===== src/hw/idPkg.sv =====
package idPkg;

    localparam int xlen = 32;

    typedef logic [xlen-1:0] data_t;
    typedef logic [xlen-1:0] addr_t;
    typedef logic [4:0]      regIdx_t;
    typedef logic [31:0]     inst_t;

    // NOP stays at zero so a cleared register reads as a bubble
    typedef enum logic [5:0] {
        idNop = 6'd0,
        idLui, idAuipc, idJal, idJalr,
        idBeq, idBne, idBlt, idBge, idBltu, idBgeu,
        idLb, idLh, idLw, idLbu, idLhu,
        idSb, idSh, idSw,
        idAddi, idSlti, idSltiu, idXori, idOri, idAndi,
        idSlli, idSrli, idSrai,
        idAdd, idSub, idSll, idSlt, idSltu,
        idXor, idSrl, idSra, idOr, idAnd
    } instIdx_t;

    localparam logic [6:0] opLui    = 7'b0110111;
    localparam logic [6:0] opAuipc  = 7'b0010111;
    localparam logic [6:0] opJal    = 7'b1101111;
    localparam logic [6:0] opJalr   = 7'b1100111;
    localparam logic [6:0] opBranch = 7'b1100011;
    localparam logic [6:0] opLoad   = 7'b0000011;
    localparam logic [6:0] opStore  = 7'b0100011;
    localparam logic [6:0] opRegImm = 7'b0010011;
    localparam logic [6:0] opRegReg = 7'b0110011;

    // ALU funct3 shared by the register-immediate and register-register groups
    localparam logic [2:0] f3AddSub = 3'b000;
    localparam logic [2:0] f3Sll    = 3'b001;
    localparam logic [2:0] f3Slt    = 3'b010;
    localparam logic [2:0] f3Sltu   = 3'b011;
    localparam logic [2:0] f3Xor    = 3'b100;
    localparam logic [2:0] f3SrlSra = 3'b101;
    localparam logic [2:0] f3Or     = 3'b110;
    localparam logic [2:0] f3And    = 3'b111;

    function automatic logic isLoad(instIdx_t idx);
        return idx inside {idLb, idLh, idLw, idLbu, idLhu};
    endfunction

endpackage : idPkg


===== src/hw/idExReg.sv =====
`timescale 1ns/1ps

module idExReg (
    input  logic             clk,
    input  logic             arstN,
    input  logic             stall,
    input  idPkg::addr_t     pc,
    input  logic             rdE,
    input  idPkg::regIdx_t   rdIdx,
    input  idPkg::instIdx_t  instIdx,
    input  logic             instValid,
    input  idPkg::data_t     rs1Data,
    input  idPkg::data_t     rs2Data,
    input  idPkg::data_t     imm,
    output idPkg::addr_t     exPc,
    output logic             exRdE,
    output idPkg::regIdx_t   exRdIdx,
    output idPkg::instIdx_t  exInstIdx,
    output logic             exValid,
    output idPkg::data_t     exRs1Data,
    output idPkg::data_t     exRs2Data,
    output idPkg::data_t     exImm
);
    import idPkg::*;

    always_ff @(posedge clk or negedge arstN) begin
        if (!arstN) begin
            exPc      <= '0;
            exRdE     <= 1'b0;
            exRdIdx   <= '0;
            exInstIdx <= idNop;
            exValid   <= 1'b0;
            exRs1Data <= '0;
            exRs2Data <= '0;
            exImm     <= '0;
        end else if (stall) begin
            exPc      <= '0; // Bubble while the held instruction waits
            exRdE     <= 1'b0;
            exRdIdx   <= '0;
            exInstIdx <= idNop;
            exValid   <= 1'b0;
            exRs1Data <= '0;
            exRs2Data <= '0;
            exImm     <= '0;
        end else begin
            exPc      <= pc;
            exRdE     <= rdE;
            exRdIdx   <= rdIdx;
            exInstIdx <= instIdx;
            exValid   <= instValid;
            exRs1Data <= rs1Data;
            exRs2Data <= rs2Data;
            exImm     <= imm;
        end
    end

endmodule : idExReg


===== src/hw/idStage.sv =====
`timescale 1ns/1ps

module idStage (
    input  logic             clk,
    input  logic             arstN,
    input  idPkg::addr_t     pc,
    input  idPkg::inst_t     inst,
    input  idPkg::data_t     reg1Data,
    input  idPkg::data_t     reg2Data,
    input  logic             exFwdE,
    input  idPkg::regIdx_t   exFwdIdx,
    input  idPkg::data_t     exFwdData,
    input  logic             memFwdE,
    input  idPkg::regIdx_t   memFwdIdx,
    input  idPkg::data_t     memFwdData,
    output logic             reg1E,
    output logic             reg2E,
    output idPkg::regIdx_t   reg1Idx,
    output idPkg::regIdx_t   reg2Idx,
    output logic             idStall,
    output idPkg::addr_t     idExPc,
    output logic             idExRdE,
    output idPkg::regIdx_t   idExRdIdx,
    output idPkg::instIdx_t  idExInstIdx,
    output logic             idExValid,
    output idPkg::data_t     idExRs1Data,
    output idPkg::data_t     idExRs2Data,
    output idPkg::data_t     idExImm
);
    import idPkg::*;

    logic     rdE;
    regIdx_t  rdIdx;
    instIdx_t instIdx;
    logic     instValid;
    data_t    imm;
    data_t    rs1Data;
    data_t    rs2Data;
    logic     stall1;
    logic     stall2;

    instDecoder u_instDecoder (
        .inst(inst), .reg1E(reg1E), .reg2E(reg2E), .reg1Idx(reg1Idx), .reg2Idx(reg2Idx),
        .rdE(rdE), .rdIdx(rdIdx), .instIdx(instIdx), .instValid(instValid)
    );

    immGen u_immGen (.inst(inst), .imm(imm));

    // Hazard check looks at the instruction now sitting in the ID/EX register
    operandSelect u_rs1Select (
        .readE(reg1E), .readIdx(reg1Idx), .regData(reg1Data),
        .exFwdE(exFwdE), .exFwdIdx(exFwdIdx), .exFwdData(exFwdData),
        .memFwdE(memFwdE), .memFwdIdx(memFwdIdx), .memFwdData(memFwdData),
        .exInstIdx(idExInstIdx), .exRdIdx(idExRdIdx), .operand(rs1Data), .stall(stall1)
    );

    operandSelect u_rs2Select (
        .readE(reg2E), .readIdx(reg2Idx), .regData(reg2Data),
        .exFwdE(exFwdE), .exFwdIdx(exFwdIdx), .exFwdData(exFwdData),
        .memFwdE(memFwdE), .memFwdIdx(memFwdIdx), .memFwdData(memFwdData),
        .exInstIdx(idExInstIdx), .exRdIdx(idExRdIdx), .operand(rs2Data), .stall(stall2)
    );

    assign idStall = stall1 | stall2;

    idExReg u_idExReg (
        .clk(clk), .arstN(arstN), .stall(idStall), .pc(pc),
        .rdE(rdE), .rdIdx(rdIdx), .instIdx(instIdx), .instValid(instValid),
        .rs1Data(rs1Data), .rs2Data(rs2Data), .imm(imm),
        .exPc(idExPc), .exRdE(idExRdE), .exRdIdx(idExRdIdx), .exInstIdx(idExInstIdx),
        .exValid(idExValid), .exRs1Data(idExRs1Data), .exRs2Data(idExRs2Data), .exImm(idExImm)
    );

endmodule : idStage


===== src/hw/immGen.sv =====
`timescale 1ns/1ps

module immGen (
    input  idPkg::inst_t  inst,
    output idPkg::data_t  imm
);
    import idPkg::*;

    logic [6:0] opcode;
    logic [2:0] funct3;
    data_t      immI;
    data_t      immS;
    data_t      immB;
    data_t      immU;
    data_t      immJ;

    assign opcode = inst[6:0];
    assign funct3 = inst[14:12];

    assign immI = {{20{inst[31]}}, inst[31:20]};
    assign immS = {{20{inst[31]}}, inst[31:25], inst[11:7]};
    assign immB = {{20{inst[31]}}, inst[7], inst[30:25], inst[11:8], 1'b0};
    assign immU = {inst[31:12], 12'b0};
    assign immJ = {{12{inst[31]}}, inst[19:12], inst[20], inst[30:21], 1'b0};

    always_comb begin
        case (opcode)
            opLui, opAuipc: imm = immU;
            opJal:          imm = immJ;
            opJalr, opLoad: imm = immI;
            opBranch:       imm = immB;
            opStore:        imm = immS;
            opRegImm: begin
                if (funct3 == f3Sll || funct3 == f3SrlSra) begin
                    imm = {27'b0, inst[24:20]}; // Shift amount only
                end else begin
                    imm = immI;
                end
            end
            default:        imm = '0; // Register-register has no immediate
        endcase
    end

endmodule : immGen


===== src/hw/instDecoder.sv =====
`timescale 1ns/1ps

module instDecoder (
    input  idPkg::inst_t     inst,
    output logic             reg1E,
    output logic             reg2E,
    output idPkg::regIdx_t   reg1Idx,
    output idPkg::regIdx_t   reg2Idx,
    output logic             rdE,
    output idPkg::regIdx_t   rdIdx,
    output idPkg::instIdx_t  instIdx,
    output logic             instValid
);
    import idPkg::*;

    logic [6:0] opcode;
    logic [2:0] funct3;
    logic       funct7b5;
    logic       useRs1;
    logic       useRs2;
    logic       useRd;

    assign opcode   = inst[6:0];
    assign funct3   = inst[14:12];
    assign funct7b5 = inst[30]; // Selects SUB and SRA variants

    always_comb begin
        instIdx = idNop;
        useRs1  = 1'b0;
        useRs2  = 1'b0;
        useRd   = 1'b0;
        case (opcode)
            opLui: begin
                instIdx = idLui;
                useRd   = 1'b1;
            end
            opAuipc: begin
                instIdx = idAuipc;
                useRd   = 1'b1;
            end
            opJal: begin
                instIdx = idJal;
                useRd   = 1'b1;
            end
            opJalr: begin
                if (funct3 == 3'b000) begin
                    instIdx = idJalr;
                end
                useRs1 = 1'b1;
                useRd  = 1'b1;
            end
            opBranch: begin
                useRs1 = 1'b1;
                useRs2 = 1'b1;
                case (funct3)
                    3'b000:  instIdx = idBeq;
                    3'b001:  instIdx = idBne;
                    3'b100:  instIdx = idBlt;
                    3'b101:  instIdx = idBge;
                    3'b110:  instIdx = idBltu;
                    3'b111:  instIdx = idBgeu;
                    default: instIdx = idNop;
                endcase
            end
            opLoad: begin
                useRs1 = 1'b1;
                useRd  = 1'b1;
                case (funct3)
                    3'b000:  instIdx = idLb;
                    3'b001:  instIdx = idLh;
                    3'b010:  instIdx = idLw;
                    3'b100:  instIdx = idLbu;
                    3'b101:  instIdx = idLhu;
                    default: instIdx = idNop;
                endcase
            end
            opStore: begin
                useRs1 = 1'b1;
                useRs2 = 1'b1;
                case (funct3)
                    3'b000:  instIdx = idSb;
                    3'b001:  instIdx = idSh;
                    3'b010:  instIdx = idSw;
                    default: instIdx = idNop;
                endcase
            end
            opRegImm: begin
                useRs1 = 1'b1;
                useRd  = 1'b1;
                case (funct3)
                    f3AddSub: instIdx = idAddi;
                    f3Sll:    instIdx = idSlli;
                    f3Slt:    instIdx = idSlti;
                    f3Sltu:   instIdx = idSltiu;
                    f3Xor:    instIdx = idXori;
                    f3SrlSra: instIdx = funct7b5 ? idSrai : idSrli;
                    f3Or:     instIdx = idOri;
                    f3And:    instIdx = idAndi;
                    default:  instIdx = idNop;
                endcase
            end
            opRegReg: begin
                useRs1 = 1'b1;
                useRs2 = 1'b1;
                useRd  = 1'b1;
                case (funct3)
                    f3AddSub: instIdx = funct7b5 ? idSub : idAdd;
                    f3Sll:    instIdx = idSll;
                    f3Slt:    instIdx = idSlt;
                    f3Sltu:   instIdx = idSltu;
                    f3Xor:    instIdx = idXor;
                    f3SrlSra: instIdx = funct7b5 ? idSra : idSrl;
                    f3Or:     instIdx = idOr;
                    f3And:    instIdx = idAnd;
                    default:  instIdx = idNop;
                endcase
            end
            default: instIdx = idNop; // Unknown opcode
        endcase
    end

    // An undecoded word leaves every enable and index at zero
    assign instValid = (instIdx != idNop);
    assign reg1E     = instValid & useRs1;
    assign reg2E     = instValid & useRs2;
    assign rdE       = instValid & useRd;
    assign reg1Idx   = reg1E ? inst[19:15] : '0;
    assign reg2Idx   = reg2E ? inst[24:20] : '0;
    assign rdIdx     = rdE ? inst[11:7] : '0;

endmodule : instDecoder


===== src/hw/operandSelect.sv =====
`timescale 1ns/1ps

module operandSelect (
    input  logic             readE,
    input  idPkg::regIdx_t   readIdx,
    input  idPkg::data_t     regData,
    input  logic             exFwdE,
    input  idPkg::regIdx_t   exFwdIdx,
    input  idPkg::data_t     exFwdData,
    input  logic             memFwdE,
    input  idPkg::regIdx_t   memFwdIdx,
    input  idPkg::data_t     memFwdData,
    input  idPkg::instIdx_t  exInstIdx,
    input  idPkg::regIdx_t   exRdIdx,
    output idPkg::data_t     operand,
    output logic             stall
);
    import idPkg::*;

    logic loadHit;
    logic exHit;
    logic memHit;

    // Load result is not ready until MEM, so the reader waits a cycle
    assign loadHit = isLoad(exInstIdx) && (exRdIdx == readIdx);
    assign exHit   = exFwdE && (exFwdIdx == readIdx);
    assign memHit  = memFwdE && (memFwdIdx == readIdx);

    always_comb begin
        stall   = 1'b0;
        operand = regData;
        if (!readE) begin
            operand = '0;
        end else if (readIdx == '0) begin
            operand = regData; // x0 is never forwarded
        end else if (loadHit) begin
            stall   = 1'b1;
            operand = '0;
        end else if (exHit) begin
            operand = exFwdData;
        end else if (memHit) begin
            operand = memFwdData;
        end
    end

endmodule : operandSelect

===== config.mk =====
export PLATFORM = sky130hd
export DESIGN_NAME = idStage
export DESIGN_NICKNAME = d
export VERILOG_FILES = /design/src/hw/idPkg.sv /design/src/hw/idExReg.sv /design/src/hw/idStage.sv /design/src/hw/immGen.sv /design/src/hw/instDecoder.sv /design/src/hw/operandSelect.sv
export SDC_FILE = /design/constraint.sdc
export NUM_CORES = 1
export LEC_CHECK = 0
export BUFFER_PORTS_ARGS = -buffer_cell sky130_fd_sc_hd__buf_2
export CORE_MARGIN = 5
export CORE_UTILIZATION = 45
export DETAILED_ROUTE_END_ITERATION = 7
export PLACE_DENSITY = 0.79
export SLEW_MARGIN = 20
export SYNTH_ARGS = -nofsm -noshare
export SYNTH_HDL_FRONTEND = slang
export SYNTH_HIERARCHICAL = 1
export SYNTH_SLANG_ARGS = --single-unit

===== constraint.sdc =====
create_clock -name clk -period 3.84 [get_ports clk]
set_input_delay 0.768 -clock clk [delete_from_list [all_inputs] [get_ports clk]]
set_output_delay 0.768 -clock clk [all_outputs]
set_load 0.02 [all_outputs]

==> impl_metrics.ini <==
[clock_tree]
hold_buffers = 0
numCtsBuffers = 17
cts.sink_count = 141
clock_latency_ns = 0.43
cts-htree-levels = 4
cts_root_buf = clkbuf_16
clockBufferDepth = 2
clkSlewWorstSetupHoldPaths_ns = 0.06
cts_tree = done

[run_status]
outcome = finished with violations
violations = negative setup slack

[final_layout]
fillers = 1663
nets = 1550
synthToLayoutAreaGrowth_pct = 37.8
multiInputGateArea_sq_um = 5240
drive_gt1_frac = 0.480
utilization = 0.628
seq_area_sq_um = 3530

[sta]
min_period_ns = 4.11
min_period_over_period = 1.07
drv_slew = 0
rsz0062_at_grt = true
worst_pin_slew_ns = 0.747
fin_skew_ns = 0.0108
layout_setup_ws_ns = -0.272
finalHoldViolCount = 0
setup_violations = 1
relSlewSlack = 0.501
fmax_mhz = 243

[logic_synthesis]
synth_area_leaders = dfrtp_1, nor2b_1, o31ai_2
synth_cells = 942
avgSynthCellArea_sq_um = 9.75
ys_seq_elements = 141
synth_top_area_share = 0.384
yosys.area.top_type = dfrtp_1
synth-edff-count = 0
yosysSeqAreaShare = 0.384
synth_most_common_cell = nor2b_1
ys_types = 68
ys_warn_count = 6
yosys-top-cells-count = nor2b_1, dfrtp_1, nand2_1
yosys_most_used_dff = dfrtp_1
synth-async-reset-ratio = 1.00
syn_area_sq_um = 9190
syn_nets = 1148

[grt]
antenna_found_initial = 9
grt_pass1_vias = 9368
grt-ovfl-total = 0
grt_max_degree = 84
grt_usage = 0.281
grt_pass1_wl_mm = 52.4

[detailed_routing]
routed_wl_mm = 33.7
drtIter0Drc = 701
wl_per_cell_um = 20.6
vias_per_cell = 5.53
firstDrtPassIters = 5
vias = 9054
antenna_left = 0
drc = 0

[placement]
hpwlAfterDp_mm = 25.1
place_congestion = 0.925
place_ws_ns = -0.420
io_buffer_count = 359

[worst_setup_path]
worstSetupPathType = input port to primary output
crit_fanout = 6
rr_startpoint = u_idExReg/exRdIdx[2]
worst_setup_path_end_kind = primary output
arrival_ns = 3.34
crit_required_ns = 3.07
critPathLaunch = inst[5]
start_kind = input port

[floorplan]
die-area_sq_um = 23400
fp.dieW_um = 153
ioPinCount = 360
start_util = 0.456
core_sq_um = 20200
placementRows = 52
die_h_um = 153

[power]
power_density_nw_per_um2 = 302
power.total_w = 0.00382
vdd_drop_max_mv = 0.276
power.leakage_nw = 6.56

[job]
max_cap_viol_count = 0

[worst_hold_path]
holdCritPathClass = input port to asynchronous set/reset pin
==> metrics by stage <==
| stage | hold WS (ns) | setup TNS, ns | instances | instance area (sq um) |
|---|---|---|---|---|
| floorplan | 0.472 | -0.0600 | 942 | 9280 |
| global placement | 0.816 | -12.63 | 1592 | 11800 |
| detailed placement | 0.827 | -25.96 | 1592 | 11800 |
| CTS | 0.369 | -0.228 | 1626 | 12500 |
| global route | 0.415 | -0.366 | 1635 | 12700 |
| finish | 0.355 | -0.272 | 1636 | 12700 |
==> flip-flops by register name, summed over array words and instances (netlist names) <==
register             cells
u_idExReg/exImm         32
u_idExReg/exInstIdx      6
u_idExReg/exPc          32
u_idExReg/exRdE          1
u_idExReg/exRdIdx        5
u_idExReg/exRs1Data     32
u_idExReg/exRs2Data     32
u_idExReg/exValid        1
==> final timing paths <==
| path | endpoint | cells after the start | slack, ns |
|---|---|---|---|
| max in group asynchronous | u_idExReg/exPc[8] | 2 | 2.66 |
| worst max register to register | u_idExReg/exPc[0] | 8 | 1.85 |
| min in group clk | u_idExReg/exPc[13] | 2 | 0.56 |
| worst max-delay path | idStall | 14 | -0.27 |
| worst min-delay path | u_idExReg/exRs2Data[7] | 1 | 0.36 |
| worst min register to register | u_idExReg/exRs1Data[20] | 6 | 1.21 |
==> power breakdown <==
group / internal (W) / leakage (nW) / switching, W / total (W)
clock: 0.000918 / 0.275 / 0.000736 / 0.00165
sequential: 0.00152 / 1.89 / 0.0000130 / 0.00153
combinational: 0.000269 / 4.40 / 0.000362 / 0.000631
==> metal layers <==
layer / part of all wire / vias up / track usage
met5: 0.00039 / - / 0
li1: - / 4108 / -
met3: 0.089 / 83 / 0.0639
met2: 0.50 / 502 / 0.478
met4: 0.028 / 2 / 0.104
met1: 0.38 / 4359 / 0.351
==> what timing repair did <==
action                     4_1_cts  5_1_grt
resized for setup               26       18
hold endpoints to repair         0        0
setup endpoints to repair        1       24
pin swaps                       11        6
setup buffers                    2        1
==> area by class of cell <==
| type | count | share of cell area |
|---|---|---|
| Sequential cell | 141 | 0.279 |
| Timing Repair Buffer | 461 | 0.229 |
| Antenna cell | 9 | 0.00178 |
| Clock buffer | 18 | 0.0339 |
| Clock inverter | 14 | 0.0121 |
| Multi-Input combinational cell | 709 | 0.414 |
| Inverter | 14 | 0.00415 |
| Tap cell | 270 | 0.0267 |
==> critical path: stages <==
cell and delay [ns]:
buf_8 0.11, buf_6 0.10, and4bb_1 0.21, o21ai_2 0.13, a31oi_2 0.14, buf_4 0.17, nor3_4 0.32, nor2b_2 0.11
or4_4 0.56, nor2_4 0.13, nor2b_1 0.06, nor2b_1 0.14, or2_4 0.25, buf_6 0.13
==> layout by cell type, fill, tap and decap left out, types with 6 or more instances in the layout <==
master / instances
clkbuf_16: 17
a211oi_2: 50
nor3b_1: 8
nor2b_1: 147
buf_2: 351
xor2_1: 23
and2_1: 6
a21boi_0: 52
a21oi_1: 7
buf_4: 77
inv_1: 14
nand3_1: 8
o21ai_0: 11
buf_6: 10
and3_1: 17
nand2_1: 106
o31ai_2: 59
a21o_1: 8
buf_12: 21
nor2_1: 73
diode_2: 9
xnor2_1: 8
dfrtp_1: 141
a211oi_1: 21
==> cells by family (layout without fill, tap and decap cells) <==
| group | after synthesis | count (layout) | synth area share |
|---|---|---|---|
| AND/OR/NAND/NOR | 421 | 421 | 0.246 |
| AO/OA/AOI/OAI | 254 | 254 | 0.270 |
| flip-flops | 141 | 141 | 0.384 |
| buffers and inverters | 92 | 507 | 0.0669 |
| XOR/XNOR | 31 | 31 | 0.0295 |
| multiplexers | 3 | 3 | 0.00327 |
| other | 0 | 9 | 0 |
No activity file was read; power rests on OpenSTA's default activity.
